<file path="config.mk">
export PLATFORM = sky130hd
export DESIGN_NAME = bus_sequencer_flat
export DESIGN_NICKNAME = d
export VERILOG_FILES = /design/src/verilog/board_bus_pkg.sv /design/src/verilog/periph_if.sv /design/src/verilog/bus_sequencer.sv /design/src/flat_wrapper.sv
export SDC_FILE = /design/constraint.sdc
export NUM_CORES = 1
export LEC_CHECK = 0
export BUFFER_PORTS_ARGS = -buffer_cell sky130_fd_sc_hd__buf_4
export CAP_MARGIN = 20
export CORE_AREA = 3 3 231 233
export CTS_CLUSTER_SIZE = 14
export DETAILED_ROUTE_END_ITERATION = 8
export DIE_AREA = 0 0 234 236
export PLACE_DENSITY = 0.41
export SYNTH_ARGS = -nofsm -noshare
export SYNTH_HDL_FRONTEND = slang
export SYNTH_SLANG_ARGS = --single-unit
</file>
<file path="constraint.sdc">
create_clock -name CLOCK_50 -period 3.8 [get_ports CLOCK_50]
set_clock_uncertainty 0.1 [all_clocks]
set_input_delay 0.38 -clock CLOCK_50 [delete_from_list [all_inputs] [get_ports CLOCK_50]]
set_output_delay 0.38 -clock CLOCK_50 [all_outputs]
set_load 0.05 [all_outputs]
</file>
<file path="src/verilog/board_bus_pkg.sv">
package board_bus_pkg;

    // bus and storage widths
    typedef logic [63:0] xlen_t; // bus address or data item
    typedef logic [31:0] word_t; // ram word, plic register

    // load/store type from the core, stores only use the first four
    typedef enum logic [2:0] {
        LS_B  = 3'd0,
        LS_H  = 3'd1,
        LS_W  = 3'd2,
        LS_D  = 3'd3,
        LS_BU = 3'd4,
        LS_HU = 3'd5,
        LS_WU = 3'd6
    } ls_type_t;

    // target latched by the sequencer at the enable edge
    typedef enum logic [1:0] {
        SEL_NONE,     // unmapped, completes like a register
        SEL_RAM,
        SEL_PLIC,
        SEL_MTIMECMP
    } tgt_sel_t;

    // word ram, 4 KiB
    localparam xlen_t RAM_BASE    = 64'h0000_0000_8000_0000;
    localparam int    RAM_WORDS   = 1024;
    localparam int    RAM_INDEX_W = $clog2(RAM_WORDS);

    typedef logic [RAM_INDEX_W-1:0] ram_index_t;

    // timer compare
    localparam xlen_t MTIMECMP_ADDR  = 64'h0000_0000_0200_4000;
    localparam xlen_t MTIMECMP_RESET = 64'h0000_0000_8000_0000;

    // plic region, offsets are relative to PLIC_BASE
    localparam xlen_t PLIC_BASE          = 64'h0000_0000_0C00_0000;
    localparam xlen_t PLIC_PENDING_OFS   = 64'h1000;
    localparam xlen_t PLIC_ENABLE_OFS    = 64'h2000;
    localparam xlen_t PLIC_ENABLE_STRIDE = 64'h80;      // per context
    localparam xlen_t PLIC_THRESHOLD_OFS = 64'h20_0000;
    localparam xlen_t PLIC_CTX_STRIDE    = 64'h1000;    // threshold/claim per context
    localparam xlen_t PLIC_CLAIM_OFS     = 64'h20_0004;
    localparam xlen_t PLIC_SPAN          = 64'h40_0000;

    // plic sizes
    localparam int PLIC_SOURCES  = 6;
    localparam int PLIC_CONTEXTS = 2; // 0 is M-mode, 1 is S-mode
    localparam int EXT_IRQ_ID    = 1;

    typedef logic [2:0] plic_prio_t;

endpackage

</file>
<file path="src/verilog/periph_if.sv">
`timescale 1ns/10ps

// one target port behind the bus sequencer
interface periph_if;

    logic                     rd;      // level, held until ack
    logic                     wr;      // level, held until ack
    board_bus_pkg::xlen_t     ofs;     // byte offset inside the target region
    board_bus_pkg::xlen_t     wdata;
    board_bus_pkg::ls_type_t  ls_type;
    board_bus_pkg::xlen_t     rdata;   // valid while ack is high
    logic                     ack;     // single cycle pulse

    modport sequencer (
        output rd,
        output wr,
        output ofs,
        output wdata,
        output ls_type,
        input  rdata,
        input  ack
    );

    modport target (
        input  rd,
        input  wr,
        input  ofs,
        input  wdata,
        input  ls_type,
        output rdata,
        output ack
    );

endinterface

</file>
<file path="src/verilog/bus_sequencer.sv">
`timescale 1ns/10ps

module bus_sequencer (
    input  logic                    CLOCK_50,
    input  logic                    KEY0,
    input  board_bus_pkg::xlen_t    bus_address,
    input  board_bus_pkg::xlen_t    bus_write_data,
    input  logic                    bus_read_enable,
    input  logic                    bus_write_enable,
    input  board_bus_pkg::ls_type_t bus_ls_type,
    output board_bus_pkg::xlen_t    bus_read_data,
    output logic                    bus_read_done,
    output logic                    bus_write_done,
    periph_if.sequencer             ram,
    periph_if.sequencer             plic
);

    board_bus_pkg::tgt_sel_t sel_d;
    board_bus_pkg::tgt_sel_t sel_q;     // target of the access in flight
    board_bus_pkg::xlen_t    mtimecmp;
    board_bus_pkg::xlen_t    tgt_rdata;
    logic                    tgt_ack;
    logic                    ram_hit;
    logic                    plic_hit;
    logic                    mtimecmp_hit;
    logic                    busy;

    assign ram_hit = (bus_address >= board_bus_pkg::RAM_BASE) &&
                     (bus_address < board_bus_pkg::RAM_BASE +
                      board_bus_pkg::xlen_t'(board_bus_pkg::RAM_WORDS * 4));
    assign plic_hit = (bus_address >= board_bus_pkg::PLIC_BASE) &&
                      (bus_address < board_bus_pkg::PLIC_BASE + board_bus_pkg::PLIC_SPAN);
    assign mtimecmp_hit = (bus_address == board_bus_pkg::MTIMECMP_ADDR);

    always_comb begin
        if (ram_hit) begin
            sel_d = board_bus_pkg::SEL_RAM;
        end else if (plic_hit) begin
            sel_d = board_bus_pkg::SEL_PLIC;
        end else if (mtimecmp_hit) begin
            sel_d = board_bus_pkg::SEL_MTIMECMP;
        end else begin
            sel_d = board_bus_pkg::SEL_NONE;
        end
    end

    // master holds address, type and data until done, so these can follow the bus
    assign ram.ofs      = bus_address - board_bus_pkg::RAM_BASE;
    assign ram.wdata    = bus_write_data;
    assign ram.ls_type  = bus_ls_type;
    assign plic.ofs     = bus_address - board_bus_pkg::PLIC_BASE;
    assign plic.wdata   = bus_write_data;
    assign plic.ls_type = bus_ls_type;

    assign busy = !bus_read_done || !bus_write_done;

    // local registers and unmapped space answer right away
    always_comb begin
        case (sel_q)
            board_bus_pkg::SEL_RAM: begin
                tgt_ack   = ram.ack;
                tgt_rdata = ram.rdata;
            end
            board_bus_pkg::SEL_PLIC: begin
                tgt_ack   = plic.ack;
                tgt_rdata = plic.rdata;
            end
            board_bus_pkg::SEL_MTIMECMP: begin
                tgt_ack   = 1'b1;
                tgt_rdata = mtimecmp;
            end
            default: begin
                tgt_ack   = 1'b1;
                tgt_rdata = '0;     // unmapped reads as zero
            end
        endcase
    end

    always_ff @(posedge CLOCK_50 or negedge KEY0) begin
        if (!KEY0) begin
            sel_q          <= board_bus_pkg::SEL_NONE;
            bus_read_done  <= 1'b1;
            bus_write_done <= 1'b1;
            ram.rd         <= 1'b0;
            ram.wr         <= 1'b0;
            plic.rd        <= 1'b0;
            plic.wr        <= 1'b0;
            mtimecmp       <= board_bus_pkg::MTIMECMP_RESET;
        end else begin
            // completion, levels drop at the same edge that sees ack
            if (busy && tgt_ack) begin
                ram.rd         <= 1'b0;
                ram.wr         <= 1'b0;
                plic.rd        <= 1'b0;
                plic.wr        <= 1'b0;
                bus_read_done  <= 1'b1;
                bus_write_done <= 1'b1;
                if (!bus_write_done && sel_q == board_bus_pkg::SEL_MTIMECMP) begin
                    mtimecmp <= bus_write_data;
                end
            end
            if (bus_read_enable) begin
                sel_q         <= sel_d;
                bus_read_done <= 1'b0;
                ram.rd        <= (sel_d == board_bus_pkg::SEL_RAM);
                plic.rd       <= (sel_d == board_bus_pkg::SEL_PLIC);
            end
            if (bus_write_enable) begin
                sel_q          <= sel_d;
                bus_write_done <= 1'b0;
                ram.wr         <= (sel_d == board_bus_pkg::SEL_RAM);
                plic.wr        <= (sel_d == board_bus_pkg::SEL_PLIC);
            end
        end
    end

    // read data holds until the next read completes
    always_ff @(posedge CLOCK_50) begin
        if (!bus_read_done && tgt_ack) begin
            bus_read_data <= tgt_rdata;
        end
    end

endmodule

</file>
<file path="src/flat_wrapper.sv">
// flat-port wrapper written by rule: the top's interface ports become plain ports
module bus_sequencer_flat 
  (CLOCK_50, KEY0, bus_address, bus_write_data, bus_read_enable, bus_write_enable, bus_ls_type, bus_read_data, bus_read_done, bus_write_done, ram_rd, ram_wr, ram_ofs, ram_wdata, ram_ls_type, ram_rdata, ram_ack, plic_rd, plic_wr, plic_ofs, plic_wdata, plic_ls_type, plic_rdata, plic_ack);
  periph_if ram_i ();
  periph_if plic_i ();
  input  logic CLOCK_50;
  input  logic KEY0;
  input  board_bus_pkg::xlen_t bus_address;
  input  board_bus_pkg::xlen_t bus_write_data;
  input  logic bus_read_enable;
  input  logic bus_write_enable;
  input  board_bus_pkg::ls_type_t bus_ls_type;
  output board_bus_pkg::xlen_t bus_read_data;
  output logic bus_read_done;
  output logic bus_write_done;
  output wire logic [$bits(ram_i.rd)-1:0] ram_rd;
  output wire logic [$bits(ram_i.wr)-1:0] ram_wr;
  output wire logic [$bits(ram_i.ofs)-1:0] ram_ofs;
  output wire logic [$bits(ram_i.wdata)-1:0] ram_wdata;
  output wire logic [$bits(ram_i.ls_type)-1:0] ram_ls_type;
  input wire logic [$bits(ram_i.rdata)-1:0] ram_rdata;
  input wire logic [$bits(ram_i.ack)-1:0] ram_ack;
  output wire logic [$bits(plic_i.rd)-1:0] plic_rd;
  output wire logic [$bits(plic_i.wr)-1:0] plic_wr;
  output wire logic [$bits(plic_i.ofs)-1:0] plic_ofs;
  output wire logic [$bits(plic_i.wdata)-1:0] plic_wdata;
  output wire logic [$bits(plic_i.ls_type)-1:0] plic_ls_type;
  input wire logic [$bits(plic_i.rdata)-1:0] plic_rdata;
  input wire logic [$bits(plic_i.ack)-1:0] plic_ack;
  assign ram_rd = ram_i.rd;
  assign ram_wr = ram_i.wr;
  assign ram_ofs = ram_i.ofs;
  assign ram_wdata = ram_i.wdata;
  assign ram_ls_type = ram_i.ls_type;
  assign ram_i.rdata = ram_rdata;
  assign ram_i.ack = ram_ack;
  assign plic_rd = plic_i.rd;
  assign plic_wr = plic_i.wr;
  assign plic_ofs = plic_i.ofs;
  assign plic_wdata = plic_i.wdata;
  assign plic_ls_type = plic_i.ls_type;
  assign plic_i.rdata = plic_rdata;
  assign plic_i.ack = plic_ack;
  bus_sequencer u_core (.CLOCK_50(CLOCK_50), .KEY0(KEY0), .bus_address(bus_address), .bus_write_data(bus_write_data), .bus_read_enable(bus_read_enable), .bus_write_enable(bus_write_enable), .bus_ls_type(bus_ls_type), .bus_read_data(bus_read_data), .bus_read_done(bus_read_done), .bus_write_done(bus_write_done), .ram(ram_i), .plic(plic_i));
endmodule
</file>
==> results.toml <==
[status]
status = "finished clean"

[sta]
whs_ns = 0.101
finalSetupViolCount = 0
rsz0062_at_grt = "false"
worstMarginPinSlew_ns = 0.954
timing.final.crit_share = 0.847
tns_ns = 0
fin_crit_ns = 3.22
drv_slew = 0
relSlewSlack = 0.364
hold_viol_final = 0
fmax_mhz = 311

[route]
wl_per_cell_um = 20.7
ant_nets = 0
first_pass_iters = 9
drcViolationCount = 0
drt_iter0_drc = 534
wirelength_um = 39100
vias = 7710
via_per_inst = 4.08

[yosys]
yosysSeqAreaShare = 0.438
yosys.cell_types.count = 40
ys_seq_elements = 136
synth_area_um2 = 8510
postSynthCellCount = 803
avgSynthCellArea_um2 = 10.6
synthTopCellsByArea = "edfxtp_1, dfrtp_1, buf_4"
synth_flop_cell = "dfrtp_1"
synthArstFlopShare = 0.529
synth-edff-count = 64
syn_nets = 1076
ys_warn_count = 0
synth_top_area_share = 0.226
synth_top_area_cell = "edfxtp_1"

[clock_tree]
path_clk_slew_ns = 0.07
clk_root_buffer_cell = "clkbuf_16"
cts_tree = "built"
htreeDepth = 4
ctsResizeCount = 0
cts_hold_buffers = 3
clock-sinks = 136
post_cts_buffers = 0
clk_latency_ns = 0.43
cts-buffers-inserted = 17
clock_path_buffers = 2

[worst_setup_path]
crit_top_cell = "buf_4"
cp_slowest_cell = "nor4_1"
worstPathRequired_ns = 3.32
cp_num_buf_inv = 2
startpoint_type = "input port"
critPathCaptureType = "output port"
crit_fanout = 8
critPathLaunch = "bus_address[37]"
worst-setup-path-type = "in -> out"
timing.rr.start = "u_core.sel_q[1]"
critPathTopFamily = "simple AND/OR/NAND/NOR gates"
worstPathCellList = "buf_4, nor4_1, nand4_1, or3_1, nand3b_1, xnor2_1, buf_4"
max_stage_delay_ns = 0.57
worst-endpoint-arrival_ns = 2.74

[die]
initial_core_util = 0.166
rows = 83
dieArea_um2 = 55200
die_w_um = 234
coreArea_um2 = 51400
die_h_um = 236
ios = 597

[min_path]
hp-start = "bus_write_data[35]"
hp-class = "in -> reg"

[global_routing]
grt_use_total = 0.135
grt_pass1_wl_um = 55100
antenna_found_initial = 7
grt_overflow = 0
grt_pass1_vias = 8133
grt_max_degree = 65

[cells_and_area]
seqCellArea_um2 = 3730
fin_nets = 1464
multi_input_area_um2 = 3140
num-fill-cells = 5517
drive_gt1_frac = 0.594
area_growth_pct = 52.3

[placed_design]
hpwlAfterDp_um = 30400
port_buffers = 587
place.gp.congestion = 0.819

[power_and_ir_drop]
cellPowerDensity_nw_per_um2 = 380
p_leak_nw = 5.94
vdd_drop_max_mv = 0.232

[job]
maxCapViolations = 0
[synth_stat cells (5+ instances only)]
master,count
nor3_1,16
edfxtp_1,64
inv_1,11
mux2_2,64
ha_1,8
buf_4,191
xnor2_1,34
xor2_1,33
nor4_1,14
nor2_1,100
nand3_1,11
nand4_1,6
buf_1,8
a21oi_1,5
a222oi_1,64
clkbuf_1,37
nand2_1,28
dfrtp_1,69
[sequential cells by signal, summed over array words and instances, names as in the netlist]
register               count
u_core.ram.rd              1
u_core.plic.rd             1
u_core.ram.wr              1
u_core.mtimecmp           64
u_core.sel_q               2
u_core.bus_read_data      64
u_core.bus_read_done       1
u_core.bus_write_done      1
u_core.plic.wr             1
[path summary, 6_finish.rpt]
path	end	slack (ns)	depth (start not counted)
max in group asynchronous	u_core.mtimecmp[31]	2.19	3
worst min register to register	u_core.bus_write_done	0.40	2
worst min-delay path	u_core.mtimecmp[35]	0.10	2
worst max register to register	u_core.bus_read_data[30]	1.16	7
min in group asynchronous	u_core.mtimecmp[15]	0.52	2
worst max-delay path	plic_ofs[62]	0.58	7
[stage by stage]
stage | instances | cell area (um^2) | power, W | setup slack, ns | utilization
after floorplan | 803 | 8510 | 0.00266 | 0.126 | -
after global placement | 1849 | 12300 | 0.00320 | 0.587 | 0.239
after detailed placement | 1849 | 12300 | 0.00319 | 0.574 | 0.239
after CTS | 1884 | 13000 | 0.00503 | 0.567 | 0.252
after global routing | 1885 | 13000 | 0.00512 | 0.405 | 0.252
final | 1888 | 13000 | 0.00492 | 0.581 | 0.252
[area by class of cell]
cell class,instances,area share
well taps,680,0.0656
inverters,11,0.00319
multi-input cells,417,0.242
clock inverters,15,0.0145
repair buffers,608,0.354
diodes,4,0.000772
flip-flops and latches,136,0.288
clock buffers,17,0.0328
[layout by cell type, fill, tap and decap left out, types with 4 or more instances in the layout]
cell,instances
edfxtp_1,64
a21oi_1,5
a222oi_1,64
o21ai_0,4
nor3_1,16
diode_2,4
buf_4,604
or4_1,4
mux2_2,64
nand4_1,6
nor2_1,99
dfrtp_1,69
xor2_1,33
inv_1,11
nor4_1,14
inv_6,5
ha_2,4
clkbuf_16,17
nand2_1,28
xnor2_1,34
ha_1,4
nand3_1,11
[layer usage]
layer  track usage  routed length, um  vias to the layer above
met5             0                 17                        -
met4        0.0542               1390                        2
met3        0.0425               3160                       56
met2         0.253              20700                      436
met1         0.138              13800                     3727
li1              -                  -                     3489
[where the power goes]
group          internal [W]  switching, W  total, W  leakage [nW]
Combinational      0.000480       0.00104   0.00153          4.00
Clock               0.00105      0.000724   0.00177         0.299
Sequential          0.00161     0.0000202   0.00163          1.64
[cell families (layout without fill, tap and decap cells)]
logic type      count (synthesis)  in the layout  synth area share
compound gates                 77             77            0.0841
xor+xnor                       67             67            0.0689
fa+ha+maj                       8              8            0.0118
buf+inv                       250            651             0.196
flops                         136            136             0.438
mux                            67             67            0.0882
other cells                     0              4                 0
simple gates                  198            198             0.113
(Power assumes the default switching activity.)
