`src/verilog/board_bus_pkg.sv`:
```
package board_bus_pkg;

    // bus and storage widths
    typedef logic [63:0] xlen_t; // bus address or data item
    typedef logic [31:0] word_t; // ram word, plic register

    // load/store type from the core, stores only use the first four
    typedef enum logic [2:0] {
        LS_B  = 3'd0,
        LS_H  = 3'd1,
        LS_W  = 3'd2,
        LS_D  = 3'd3,
        LS_BU = 3'd4,
        LS_HU = 3'd5,
        LS_WU = 3'd6
    } ls_type_t;

    // target latched by the sequencer at the enable edge
    typedef enum logic [1:0] {
        SEL_NONE,     // unmapped, completes like a register
        SEL_RAM,
        SEL_PLIC,
        SEL_MTIMECMP
    } tgt_sel_t;

    // word ram, 4 KiB
    localparam xlen_t RAM_BASE    = 64'h0000_0000_8000_0000;
    localparam int    RAM_WORDS   = 1024;
    localparam int    RAM_INDEX_W = $clog2(RAM_WORDS);

    typedef logic [RAM_INDEX_W-1:0] ram_index_t;

    // timer compare
    localparam xlen_t MTIMECMP_ADDR  = 64'h0000_0000_0200_4000;
    localparam xlen_t MTIMECMP_RESET = 64'h0000_0000_8000_0000;

    // plic region, offsets are relative to PLIC_BASE
    localparam xlen_t PLIC_BASE          = 64'h0000_0000_0C00_0000;
    localparam xlen_t PLIC_PENDING_OFS   = 64'h1000;
    localparam xlen_t PLIC_ENABLE_OFS    = 64'h2000;
    localparam xlen_t PLIC_ENABLE_STRIDE = 64'h80;      // per context
    localparam xlen_t PLIC_THRESHOLD_OFS = 64'h20_0000;
    localparam xlen_t PLIC_CTX_STRIDE    = 64'h1000;    // threshold/claim per context
    localparam xlen_t PLIC_CLAIM_OFS     = 64'h20_0004;
    localparam xlen_t PLIC_SPAN          = 64'h40_0000;

    // plic sizes
    localparam int PLIC_SOURCES  = 6;
    localparam int PLIC_CONTEXTS = 2; // 0 is M-mode, 1 is S-mode
    localparam int EXT_IRQ_ID    = 1;

    typedef logic [2:0] plic_prio_t;

endpackage

```
`src/verilog/periph_if.sv`:
```
`timescale 1ns/10ps

// one target port behind the bus sequencer
interface periph_if;

    logic                     rd;      // level, held until ack
    logic                     wr;      // level, held until ack
    board_bus_pkg::xlen_t     ofs;     // byte offset inside the target region
    board_bus_pkg::xlen_t     wdata;
    board_bus_pkg::ls_type_t  ls_type;
    board_bus_pkg::xlen_t     rdata;   // valid while ack is high
    logic                     ack;     // single cycle pulse

    modport sequencer (
        output rd,
        output wr,
        output ofs,
        output wdata,
        output ls_type,
        input  rdata,
        input  ack
    );

    modport target (
        input  rd,
        input  wr,
        input  ofs,
        input  wdata,
        input  ls_type,
        output rdata,
        output ack
    );

endinterface

```
`src/verilog/plic.sv`:
```
`timescale 1ns/10ps

module plic (
    input  logic      CLOCK_50,
    input  logic      KEY0,
    input  logic      ext_irq,
    periph_if.target  bus,
    output logic      meip_interrupt,
    output logic      msip_interrupt
);

    board_bus_pkg::plic_prio_t prio [board_bus_pkg::PLIC_SOURCES];
    board_bus_pkg::plic_prio_t threshold [board_bus_pkg::PLIC_CONTEXTS];
    board_bus_pkg::word_t      enable [board_bus_pkg::PLIC_CONTEXTS];
    board_bus_pkg::word_t      claim [board_bus_pkg::PLIC_CONTEXTS];
    board_bus_pkg::word_t      pending;
    board_bus_pkg::xlen_t      read_mux;
    logic [board_bus_pkg::PLIC_CONTEXTS-1:0] enable_hit;
    logic [board_bus_pkg::PLIC_CONTEXTS-1:0] threshold_hit;
    logic [board_bus_pkg::PLIC_CONTEXTS-1:0] claim_hit;
    logic [$clog2(board_bus_pkg::PLIC_SOURCES)-1:0] prio_idx;
    logic                      prio_hit;
    logic                      irq_sync;
    logic                      irq_prev;
    logic                      access;

    assign access   = (bus.rd || bus.wr) && !bus.ack;
    assign prio_idx = bus.ofs[2 +: $bits(prio_idx)];
    assign prio_hit = bus.ofs < board_bus_pkg::xlen_t'(board_bus_pkg::PLIC_SOURCES * 4);

    // priority and threshold do not gate the only source
    always_comb begin
        for (int c = 0; c < board_bus_pkg::PLIC_CONTEXTS; c++) begin
            claim[c] = '0;
            if (pending[board_bus_pkg::EXT_IRQ_ID] && enable[c][board_bus_pkg::EXT_IRQ_ID]) begin
                claim[c] = board_bus_pkg::word_t'(board_bus_pkg::EXT_IRQ_ID);
            end
        end
    end

    assign meip_interrupt = (claim[0] != '0);
    assign msip_interrupt = (claim[1] != '0);

    always_comb begin
        read_mux = '0;
        if (prio_hit) begin
            read_mux = board_bus_pkg::xlen_t'(prio[prio_idx]);
        end
        if (bus.ofs == board_bus_pkg::PLIC_PENDING_OFS) begin
            read_mux = board_bus_pkg::xlen_t'(pending);
        end
        for (int c = 0; c < board_bus_pkg::PLIC_CONTEXTS; c++) begin
            enable_hit[c]    = bus.ofs == board_bus_pkg::PLIC_ENABLE_OFS +
                               board_bus_pkg::xlen_t'(c) * board_bus_pkg::PLIC_ENABLE_STRIDE;
            threshold_hit[c] = bus.ofs == board_bus_pkg::PLIC_THRESHOLD_OFS +
                               board_bus_pkg::xlen_t'(c) * board_bus_pkg::PLIC_CTX_STRIDE;
            claim_hit[c]     = bus.ofs == board_bus_pkg::PLIC_CLAIM_OFS +
                               board_bus_pkg::xlen_t'(c) * board_bus_pkg::PLIC_CTX_STRIDE;
            if (enable_hit[c]) read_mux = board_bus_pkg::xlen_t'(enable[c]);
            if (threshold_hit[c]) read_mux = board_bus_pkg::xlen_t'(threshold[c]);
            if (claim_hit[c]) read_mux = board_bus_pkg::xlen_t'(claim[c]);
        end
    end

    always_ff @(posedge CLOCK_50 or negedge KEY0) begin
        if (!KEY0) begin
            for (int i = 0; i < board_bus_pkg::PLIC_SOURCES; i++) begin
                prio[i] <= '0;
            end
            for (int c = 0; c < board_bus_pkg::PLIC_CONTEXTS; c++) begin
                enable[c]    <= '0;
                threshold[c] <= '0;
            end
            pending  <= '0;
            irq_sync <= 1'b0;
            irq_prev <= 1'b0;
            bus.ack  <= 1'b0;
        end else begin
            irq_sync <= ext_irq;    // async line from the uart
            irq_prev <= irq_sync;
            bus.ack  <= access;
            if (access && bus.wr) begin
                if (prio_hit) prio[prio_idx] <= board_bus_pkg::plic_prio_t'(bus.wdata);
                for (int c = 0; c < board_bus_pkg::PLIC_CONTEXTS; c++) begin
                    if (enable_hit[c]) enable[c] <= bus.wdata[31:0];
                    if (threshold_hit[c]) threshold[c] <= board_bus_pkg::plic_prio_t'(bus.wdata);
                end
            end
            // a claim read retires the source it returns
            if (access && bus.rd) begin
                for (int c = 0; c < board_bus_pkg::PLIC_CONTEXTS; c++) begin
                    if (claim_hit[c] && claim[c] != '0) pending[claim[c][4:0]] <= 1'b0;
                end
            end
            if (irq_sync && !irq_prev) pending[board_bus_pkg::EXT_IRQ_ID] <= 1'b1;
        end
    end

    always_ff @(posedge CLOCK_50) begin
        if (access) begin
            bus.rdata <= read_mux; // sampled before the claim clears pending
        end
    end

endmodule

```
`src/flat_wrapper.sv`:
```
// flat-port wrapper written by rule: the top's interface ports become plain ports
module plic_flat 
  (CLOCK_50, KEY0, ext_irq, meip_interrupt, msip_interrupt, bus_rd, bus_wr, bus_ofs, bus_wdata, bus_ls_type, bus_rdata, bus_ack);
  periph_if bus_i ();
  input  logic CLOCK_50;
  input  logic KEY0;
  input  logic ext_irq;
  output logic meip_interrupt;
  output logic msip_interrupt;
  input wire logic [$bits(bus_i.rd)-1:0] bus_rd;
  input wire logic [$bits(bus_i.wr)-1:0] bus_wr;
  input wire logic [$bits(bus_i.ofs)-1:0] bus_ofs;
  input wire logic [$bits(bus_i.wdata)-1:0] bus_wdata;
  input wire logic [$bits(bus_i.ls_type)-1:0] bus_ls_type;
  output wire logic [$bits(bus_i.rdata)-1:0] bus_rdata;
  output wire logic [$bits(bus_i.ack)-1:0] bus_ack;
  assign bus_i.rd = bus_rd;
  assign bus_i.wr = bus_wr;
  assign bus_i.ofs = bus_ofs;
  assign bus_i.wdata = bus_wdata;
  assign bus_i.ls_type = bus_ls_type;
  assign bus_rdata = bus_i.rdata;
  assign bus_ack = bus_i.ack;
  plic u_core (.CLOCK_50(CLOCK_50), .KEY0(KEY0), .ext_irq(ext_irq), .bus(bus_i), .meip_interrupt(meip_interrupt), .msip_interrupt(msip_interrupt));
endmodule
```
`config.mk`:
```
export PLATFORM = sky130hd
export DESIGN_NAME = plic_flat
export DESIGN_NICKNAME = d
export VERILOG_FILES = /design/src/verilog/board_bus_pkg.sv /design/src/verilog/periph_if.sv /design/src/verilog/plic.sv /design/src/flat_wrapper.sv
export SDC_FILE = /design/constraint.sdc
export NUM_CORES = 1
export LEC_CHECK = 0
export BUFFER_PORTS_ARGS = -buffer_cell sky130_fd_sc_hd__buf_2
export CAP_MARGIN = 0
export CORE_MARGIN = 2
export CORE_UTILIZATION = 54
export DETAILED_ROUTE_END_ITERATION = 16
export MAX_ROUTING_LAYER = met4
export PLACE_DENSITY = 0.85
export SLEW_MARGIN = 10
export SYNTH_ARGS = -nofsm -noshare
export SYNTH_HDL_FRONTEND = slang
export SYNTH_SLANG_ARGS = --single-unit
```
`constraint.sdc`:
```
create_clock -name CLOCK_50 -period 4.2 [get_ports CLOCK_50]
set_input_delay 1.05 -clock CLOCK_50 [delete_from_list [all_inputs] [get_ports CLOCK_50]]
set_output_delay 1.05 -clock CLOCK_50 [all_outputs]
set_load 0.1 [all_outputs]
```
==> results of run 1 <==
cells in the final DEF, fill, tap and decap left out, types with 3 or more instances in the layout:
| master | Yosys | final |
|---|---|---|
| buf_2 | 7 | 134 |
| dfrtp_1 | 93 | 93 |
| mux2_2 | 57 | 57 |
| mux2_1 | 35 | 35 |
| conb_1 | 1 | 32 |
| edfxtp_1 | 32 | 32 |
| a22o_1 | 29 | 29 |
| nor4_1 | 16 | 16 |
| clkbuf_16 | 0 | 16 |
| nand2_1 | 14 | 14 |
| nor2_1 | 13 | 12 |
| inv_1 | 8 | 8 |
| buf_4 | 32 | 7 |
| inv_6 | 0 | 6 |
| and2_1 | 4 | 4 |
| nand4_1 | 4 | 4 |
| o21ai_0 | 4 | 4 |
| o22ai_1 | 4 | 4 |
| nor3_2 | 2 | 4 |
| a22oi_1 | 3 | 3 |
| a21oi_1 | 3 | 3 |
| bufinv_16 | 0 | 3 |
| clkinv_4 | 0 | 3 |
flip-flops by register name, summed over array words and instances (netlist names), named ones only:
register	flops
u_core.bus.rdata	32
u_core.irq_prev	1
u_core.enable	64
u_core.pending	1
u_core.bus.ack	1
u_core.threshold	6
u_core.prio	18
u_core.irq_sync	1
report_power, final:
part	switching, mW	leakage (nW)	internal (mW)	total (mW)
combinational	0.386	1.53	0.0589	0.445
clock	0.548	0.288	0.917	1.47
sequential	0.00844	1.61	1.28	1.29
Yosys cell counts, drive strengths merged:
cell type,n,share of area
or2,2,0.0022
nand2b,2,0.0022
nor4,20,0.028
buf,40,0.050
nor2,13,0.0087
nand3b,1,0.0020
nand2,14,0.0093
conb,1,0.00067
o211ai,1,0.0013
nand3,2,0.0018
mux2,92,0.18
a222oi,1,0.0018
nor4b,3,0.0058
o22ai,4,0.0044
clkbuf,11,0.0073
or4,2,0.0033
a21oi,3,0.0027
dfrtp,93,0.41
a21boi,1,0.0013
mux4,2,0.0080
inv,8,0.0053
o21ai,4,0.0036
nand4,4,0.0044
a31oi,1,0.0011
a221oi,1,0.0016
a2111oi,1,0.0016
mux2i,2,0.0036
nor3b,2,0.0047
a22o,29,0.045
edfxtp,32,0.17
and2,4,0.0044
or3,1,0.0011
a22oi,3,0.0040
and4,1,0.0016
nor3,6,0.0071
nor2b,2,0.0022
kinds of logic after synthesis:
family,count (synthesis),share of synthesized area
compound gates,49,0.06844
buf+inv,59,0.06222
flops,125,0.5840
mux,96,0.1956
other cells,1,0.0006660
simple gates,79,0.08911
layout make-up:
| class | count | area (um^2) | share of cell area |
|---|---|---|---|
| Inverter | 8 | 30.03 | 0.004322 |
| Clock inverter | 14 | 183.9 | 0.02647 |
| Multi-Input combinational cell | 256 | 2135 | 0.3072 |
| Clock buffer | 18 | 417.9 | 0.06015 |
| Tap cell | 136 | 170.2 | 0.02449 |
| Sequential cell | 125 | 3288 | 0.4733 |
| Timing Repair Buffer | 141 | 723.2 | 0.1041 |
stage by stage:
stage	instance area [um^2]	power [mW]
6_report	6948	3.197
5_1_grt	6948	3.308
4_1_cts	6948	3.220
3_5_place_dp	6346	1.755
3_3_place_gp	6346	1.750
2_1_floorplan	5747	1.672
worst max-delay path, stage by stage:
cell and delay [ns]:
buf_2 0.10, nor4_1 0.28, nand2_1 0.13, nor4_4 0.37, nand3b_2 0.28, or4_4 0.63
nor3b_4 0.30, mux2_1 0.35
layer usage:
| layer | share of wire | vias to the layer above | wire length (um) |
|---|---|---|---|
| met3 | 0.046 | 12 | 535 |
| met4 | 0.012 | 0 | 140 |
| li1 | - | 1747 | - |
| met5 | 0 | - | 0 |
| met1 | 0.42 | 1879 | 4907 |
| met2 | 0.52 | 127 | 6144 |
worst max path at each step:
stage                     start              to  slack [ns]  cells past startpoint
global route        bus_ofs[35]  u_core.prio[1]        0.98                      8
floorplan           bus_ofs[40]  u_core.prio[6]        1.01                      7
finish              bus_ofs[41]  u_core.prio[8]        1.10                      8
global placement    bus_ofs[40]  u_core.prio[2]        0.64                      8
CTS                 bus_ofs[41]  u_core.prio[8]        1.09                      8
detailed placement  bus_ofs[41]  u_core.prio[8]        0.57                      8
==> flow_summary.yaml, run 1 <==
clock_tree:
  clkTransAtPathRegs_ns: 0.06
  cts_made_buffers: 17
  cts_hold_buf: 0
  clkLatencyLatePin_ns: 0.51
  cts_resized: 0
  cts_buffer_depth: 2
  cts_root_buf: "clkbuf_8"
  cts_num_sinks: 125
  post-cts-setup-buffers: 0
  cts_tree: "built"
  ctsHtreeMaxLevel: 4
grt:
  grt.total_usage: 0.2259
  grt_pass1_vias: 3998
  use_met1: 0.2808
  grtUsageMet3: 0.05641
  grt_pass1_wl_mm: 19.26
  grt_antenna_before_repair: 0
  gr-total-overflow: 0
  met2_usage: 0.3663
  grt-busiest-layer: "met2"
  grt_max_degree: 71
sta:
  grt_setup_unrepaired: "false"
  fmax_ghz: 0.3229
  drv_slew: 0
  fin_skew_ns: 0.008339
  max_slew_margin: 0.3804
  period_share: 0.7373
  final_hold_viol_count: 0
  fin_crit_ns: 3.096
  finalSetupTns_ns: 0
  hold_ws_ns: 0.3821
  tightest_slew_ns: 0.9271
  finalSetupViolCount: 0
  worst_slack_ns: 1.104
route:
  wire_per_inst_um: 16.80
  drt_iter0_markers: 174
  via_count: 3765
  dr.pass1.iters: 5
  drc: 0
  wl_mm: 11.73
  final_antenna_net_count: 0
  viasPerCell: 5.394
worst_setup_path:
  reg2reg_setup_slack_ns: 1.98
  worstSetupEndpointType: "flop"
  path_class: "in -> reg"
  setup.worst_path.start_class: "input port"
  required_ns: 4.58
  r2r_cells: 7
  arrival_ns: 3.48
  r2r-start: "u_core.prio[12]"
  timing.rr.end: "u_core.bus.rdata[0]"
  path_max_fanout: 8
place:
  place.gp.congestion: 0.8848
  dp.cells: 666
  place_ws_ns: 0.5667
  hpwl_mm: 7.987
  port_buffers: 135
floorplan:
  num_rows: 37
  start_util: 0.5503
  fp.dieW_um: 106.1
  die_h_um: 106.1
  die-area_um2: 11260
  ios: 203
  core_um2: 10230
cells_and_area:
  fin_cells: 698
  fin_util: 0.6791
  drive_gt1_frac: 0.4377
  syn_to_final_growth_pct: 23.40
  fill_cells: 737
  antenna_cells: 0
  layout.nets: 685
yosys:
  ys_warn_count: 0
  postSynthCellCount: 409
  ys_seq_area_frac: 0.5840
  synth.avg_cell_area_um2: 13.77
  ys_types: 45
  ys_ff_latch: 125
  syn_area_um2: 5630
pwr:
  p_leak_nw: 3.433
  p_per_area_nw_per_um2: 460.2
  vdd_drop_max_mv: 0.2810
hold_path:
  min_to: "u_core.irq_prev"
  hold_start: "u_core.irq_sync"
  hold_path_class: "reg -> reg"
  holdPathStages: 0
run_status:
  status: "finished clean"
flow_run:
  drv_cap: 0
No activity file was read; power rests on OpenSTA's default activity.
==> run 2: changes to the inputs <==
--- a/config.mk
+++ b/config.mk
@@ -5,13 +5,14 @@
 export SDC_FILE = /design/constraint.sdc
 export NUM_CORES = 1
 export LEC_CHECK = 0
+export ABC_AREA = 1
 export BUFFER_PORTS_ARGS = -buffer_cell sky130_fd_sc_hd__buf_2
 export CAP_MARGIN = 0
 export CORE_MARGIN = 2
-export CORE_UTILIZATION = 54
+export CORE_UTILIZATION = 50
 export DETAILED_ROUTE_END_ITERATION = 16
 export MAX_ROUTING_LAYER = met4
-export PLACE_DENSITY = 0.85
+export PLACE_DENSITY = 0.79
 export SLEW_MARGIN = 10
 export SYNTH_ARGS = -nofsm -noshare
 export SYNTH_HDL_FRONTEND = slang
==> constraint.sdc (replaced) <==
create_clock -name CLOCK_50 -period 2.9 [get_ports CLOCK_50]
set_input_delay 0.725 -clock CLOCK_50 [delete_from_list [all_inputs] [get_ports CLOCK_50]]
set_output_delay 0.725 -clock CLOCK_50 [all_outputs]
set_load 0.1 [all_outputs]
==> run 2 against run 1 <==
Compared with the run above: area after synthesis grew 2.4%; total power grew 53%; sequential power is 46% higher; die area is 10% higher; global-route usage decreased by 0.80 points; routed wire length rose by 7.9%; largest power group unchanged; critical path type unchanged; utilization decreased by 5.4 points; largest cell class unchanged; cell count rose by 32%; first-iteration DRC count up 110%; flip-flop and latch count stayed put; worst hold slack got worse by 0.13 ns.
==> flow_summary.yaml, run 2 <==
run_status:
  status: "finished clean"
route:
  drc: 0
  dr.pass1.iters: 5
  viasPerCell: 5.078
  final_antenna_net_count: 0
  drt_iter0_markers: 370
  wire_per_inst_um: 13.72
  via_count: 4687
  wl_mm: 12.66
yosys:
  ys_seq_area_frac: 0.5702
  synth_area_leaders: "dfrtp_1, edfxtp_1, nand2_1, o21ai_1, buf_4"
  ys_warn_count: 0
  synthFlopType: "dfrtp_1"
  ys_async_sr_fraction: 0.7440
  yosys-top-cells-count: "nand2_1, dfrtp_1, inv_1"
  ys_types: 27
  synth_top_area_cell: "dfrtp_1"
  synth_top_area_frac: 0.4036
  ys_ff_latch: 125
  syn_area_um2: 5767
  yosysMostFrequentCell: "nand2_1"
  synth-edff-count: 32
  postSynthCellCount: 633
  synth.avg_cell_area_um2: 9.110
place:
  placed_area_um2: 6441
  place_ws_ns: 0.3457
  dp.cells: 892
  hpwl_mm: 8.467
  port_buffers: 135
  place.gp.congestion: 0.8762
cells_and_area:
  drive_gt1_frac: 0.2410
  final_cell_mix: "nand2_1, buf_2, dfrtp_1"
  final_area_um2: 7076
  final_common_cell: "nand2_1"
  top_register: "u_core.enable"
  layout.nets: 904
  syn_to_final_growth_pct: 22.69
  fill_cells: 924
  fin_cells: 923
  top_regs: "u_core.enable: 64 flops, u_core.bus.rdata: 32 flops, u_core.prio: 18 flops"
  largest_reg_flops: 64
  antenna_cells: 0
pwr:
  p_per_area_nw_per_um2: 691.4
  vdd_drop_max_mv: 0.3705
  power_mw: 4.892
  p_leak_nw: 3.570
floorplan:
  start_util: 0.5094
  ios: 203
  die_h_um: 111.4
  core_um2: 11320
  num_rows: 39
  fp.dieW_um: 111.4
  die-area_um2: 12410
grt:
  gr-total-overflow: 0
  grt.total_usage: 0.2179
  grt_antenna_before_repair: 0
  grt_max_degree: 65
  grt_pass1_wl_mm: 21.23
  grt_pass1_vias: 4572
worst_setup_path:
  cpLargestDelayFamily: "simple AND/OR/NAND/NOR gates"
  path_buf_inv: 2
  setup.worst_path.start_class: "input port"
  worstSetupEndpointType: "flop"
  slowest_stage: "nand2_4"
  path_cells: "buf_2 > nor2_1 > nand4_1 > nor2_4 > nand4_4 > inv_2 > nand2_4 > nand2_1 > o21ai_1"
  slowest_delay_ns: 0.35
  path_max_fanout: 64
  arrival_ns: 2.40
  path_class: "in -> reg"
  required_ns: 3.17
clock_tree:
  cts_hold_buf: 0
  clkTransAtPathRegs_ns: 0.06
  cts_tree: "built"
  cts_buffer_depth: 2
  cts_root_buf: "clkbuf_16"
  cts_num_sinks: 125
  cts_made_buffers: 17
  clkLatencyLatePin_ns: 0.41
  ctsHtreeMaxLevel: 4
  cts_resized: 0
  post-cts-setup-buffers: 0
sta:
  tightest_slew_ns: 0.8526
  fmax_ghz: 0.4686
  finalSetupViolCount: 0
  fin_crit_ns: 2.134
  drv_slew: 0
  max_slew_margin: 0.4296
  final_hold_viol_count: 0
  period_share: 0.7358
  worst_slack_ns: 0.7661
  grt_setup_unrepaired: "false"
  finalSetupTns_ns: 0
  fin_skew_ns: 0.006251
flow_run:
  drv_cap: 0
hold_path:
  hold_path_class: "in -> async"
run 2: cell types whose count changed in the layout (fill, tap and decap cells not counted), sizes merged, moves of 5 or more:
cell	change
a21oi	+8
inv	+59
mux2	-92
nand2	+130
nand3	+20
nand4	+6
nor2	+54
nor3	-5
nor4	-20
o21ai	+91
run 2: area by class of cell:
class                   count  area (um^2)  area share
inverters                  68        255.2     0.03607
repair buffers            141        748.2      0.1057
clock inverters            14        209.0     0.02953
well taps                 143        178.9     0.02529
flip-flops and latches    125         3288      0.4647
multi-input cells         415         1971      0.2785
clock buffers              17        425.4     0.06012
run 2: path summary, 6_finish.rpt:
check                                start  slack [ns]  depth (start not counted)           endpoint
min in group CLOCK_50      u_core.irq_sync        0.38                          0    u_core.irq_prev
setup reg to reg            u_core.bus.ack        1.21                          7   u_core.enable[9]
hold reg to reg            u_core.irq_sync        0.38                          0    u_core.irq_prev
max in group asynchronous             KEY0        1.99                          2   u_core.enable[8]
hold / removal                        KEY0        0.25                          1  u_core.enable[60]
setup / recovery               bus_ofs[29]        0.77                          9  u_core.enable[48]
run 2: per-stage QoR:
stage | hold WS [ns] | util
floorplan | 0.3540 | -
global placement | 0.3680 | 0.5690
detailed placement | 0.3654 | 0.5690
CTS | 0.2523 | 0.6250
global route | 0.2688 | 0.6250
finish | 0.2471 | 0.6250
run 2: metal layers:
metal	vias to the layer above	wire length (um)	global-route usage
met3	11	946	0.05226
met2	206	6436	0.3614
met5	-	0	-
li1	2291	-	-
met1	2179	5183	0.2684
met4	0	93	0.06420
run 2: cell families after synthesis:
| family | Yosys count | share of synthesized area |
|---|---|---|
| buffers and inverters | 124 | 0.1087 |
| AOI/OAI and AO/OA | 137 | 0.1386 |
| and+or+nand+nor | 246 | 0.1818 |
| DFF | 125 | 0.5702 |
| other | 1 | 0.0006503 |
run 2: where the power goes:
part	leakage, nW	switching [mW]	internal, mW
logic	1.65	0.661	0.0985
registers	1.62	0.0150	1.87
clock network	0.307	0.798	1.45
==> run 3: changes to the inputs <==
--- a/config.mk
+++ b/config.mk
@@ -5,7 +5,7 @@
 export SDC_FILE = /design/constraint.sdc
 export NUM_CORES = 1
 export LEC_CHECK = 0
-export ABC_AREA = 1
+export ABC_AREA = 0
 export BUFFER_PORTS_ARGS = -buffer_cell sky130_fd_sc_hd__buf_2
 export CAP_MARGIN = 0
 export CORE_MARGIN = 2
==> constraint.sdc (replaced) <==
create_clock -name CLOCK_50 -period 2.2 [get_ports CLOCK_50]
set_input_delay 0.55 -clock CLOCK_50 [delete_from_list [all_inputs] [get_ports CLOCK_50]]
set_output_delay 0.55 -clock CLOCK_50 [all_outputs]
set_load 0.1 [all_outputs]
==> run 3 against run 2 <==
Compared with the run above: the run now ends with setup timing left; worst hold slack worse by 0.17 ns; sequential share of layout area down 5.7 points; combinational power up 23%; via count down 10%.
==> flow_summary.yaml, run 3 (synthesized netlist as in run 1, its figures left out) <==
sta:
  fin_crit_ns: 2.561
  worst_slack_ns: -0.3611
  final_hold_viol_count: 0
  finalSetupViolCount: 120
  grt_setup_unrepaired: "true"
  fin_skew_ns: 0.01313
  max_slew_margin: 0.6572
  hold_ws_ns: 0.07985
  tightest_slew_ns: 0.5095
  period_share: 1.164
  fmax_ghz: 0.3905
  drv_slew: 0
  finalSetupTns_ns: -25.03
grt:
  grt_antenna_before_repair: 0
  grt.total_usage: 0.2603
  gr-total-overflow: 0
  grt_max_degree: 41
  grt_pass1_wl_mm: 22.62
  grt_pass1_vias: 4269
floorplan:
  num_rows: 38
  core_um2: 10940
  die-area_um2: 12130
  fp.dieW_um: 110.1
  ios: 203
  start_util: 0.5149
  die_h_um: 110.1
route:
  final_antenna_net_count: 0
  wire_per_inst_um: 21.54
  drt_iter0_markers: 281
  wl_mm: 16.26
  drc: 0
  viasPerCell: 5.587
  dr.pass1.iters: 5
  via_count: 4218
run_status:
  status: "finished, violations left"
  failed_checks: "setup timing"
worst_setup_path:
  path_buf_inv: 1
  path_max_fanout: 3
  slowest_delay_ns: 0.60
  slowest_stage: "or4_4"
  r2r_cells: 8
  reg2reg_setup_slack_ns: 0.07
  required_ns: 2.49
  arrival_ns: 2.85
  timing.rr.end: "u_core.bus.rdata[0]"
  worstSetupEndpointType: "flop"
  setup.worst_path.start_class: "input port"
  path_cells: "buf_6 > nor4_2 > nand2_1 > nor4_4 > nand3b_4 > or4_4 > nor3b_4 > mux2_4"
  r2r-start: "u_core.prio[12]"
  cpLargestDelayFamily: "simple AND/OR/NAND/NOR gates"
  path_class: "in -> reg"
cells_and_area:
  largest_reg_flops: 64
  syn_to_final_growth_pct: 43.22
  fin_cells: 755
  layout.nets: 738
  top_regs: "u_core.enable: 64 flops, u_core.bus.rdata: 32 flops, u_core.prio: 18 flops"
  top_register: "u_core.enable"
  final_cell_mix: "buf_2, dfrtp_1, mux2_4"
  final_area_um2: 8064
  antenna_cells: 0
  final_common_cell: "buf_2"
  drive_gt1_frac: 0.5691
  fin_util: 0.7374
clock_tree:
  cts_hold_buf: 0
  clkLatencyLatePin_ns: 0.41
  ctsHtreeMaxLevel: 4
  cts_num_sinks: 125
  cts_made_buffers: 17
  cts_tree: "built"
  cts_buffer_depth: 2
  cts_root_buf: "clkbuf_16"
  clkTransAtPathRegs_ns: 0.06
place:
  hpwl_mm: 9.374
  place.gp.congestion: 0.8681
  placed_area_um2: 6800
  port_buffers: 135
  place_ws_ns: -0.6744
  dp.cells: 709
hold_path:
  hold_path_class: "in -> async"
flow_run:
  drv_cap: 0
pwr:
  vdd_drop_max_mv: 0.5405
  power_mw: 6.374
  p_leak_nw: 3.968
  p_per_area_nw_per_um2: 790.5
run 3: cell types whose count changed in the layout (fill, tap and decap cells not counted), sizes merged, moves of 50 or more:
cell,before,now
nand2,144,14
mux2,0,92
buf,141,191
nor2,67,13
inv,73,9
o21ai,95,4
run 3: what timing repair did:
item	4_1_cts	5_1_grt
pin swaps	3	16
cloned	6	3
buffers inserted	5	2
gates resized for setup	18	83
endpoints found under the setup margin	115	121
run 3: per-layer routing:
metal  vias up  part of all wire  global-route usage
li1       1851                 -                   -
met1      2151              0.41              0.3423
met2       187              0.51              0.4071
met3        29             0.062             0.04586
met4         0             0.020             0.09911
met5         -                 0                   -
run 3: final cells by class:
type                       count  area [um^2]
sequential                   125         3288
fill                         631         2872
multi-input combinational    256         2550
timing repair buffer         194         1388
clock buffer                  20        446.7
clock inverter                12        186.4
tap                          140        175.2
inverter                       8        30.03
run 3: worst max path at each step:
stage                startpoint  slack, ns  depth (start not counted)             end
detailed placement  bus_ofs[20]      -0.67                          8  u_core.prio[6]
global route        bus_ofs[36]      -0.39                          8  u_core.prio[7]
floorplan           bus_ofs[20]      -0.46                          7  u_core.prio[6]
CTS                 bus_ofs[17]      -0.23                          8  u_core.prio[6]
finish              bus_ofs[36]      -0.36                          8  u_core.prio[7]
global placement    bus_ofs[35]      -0.60                          8  u_core.prio[8]
run 3: report_power, final:
group | internal [mW] | leakage [nW] | switching [mW]
logic | 0.152 | 2.06 | 0.785
registers | 2.44 | 1.61 | 0.0136
clock network | 1.94 | 0.297 | 1.05
total | 4.53 | 3.97 | 1.85
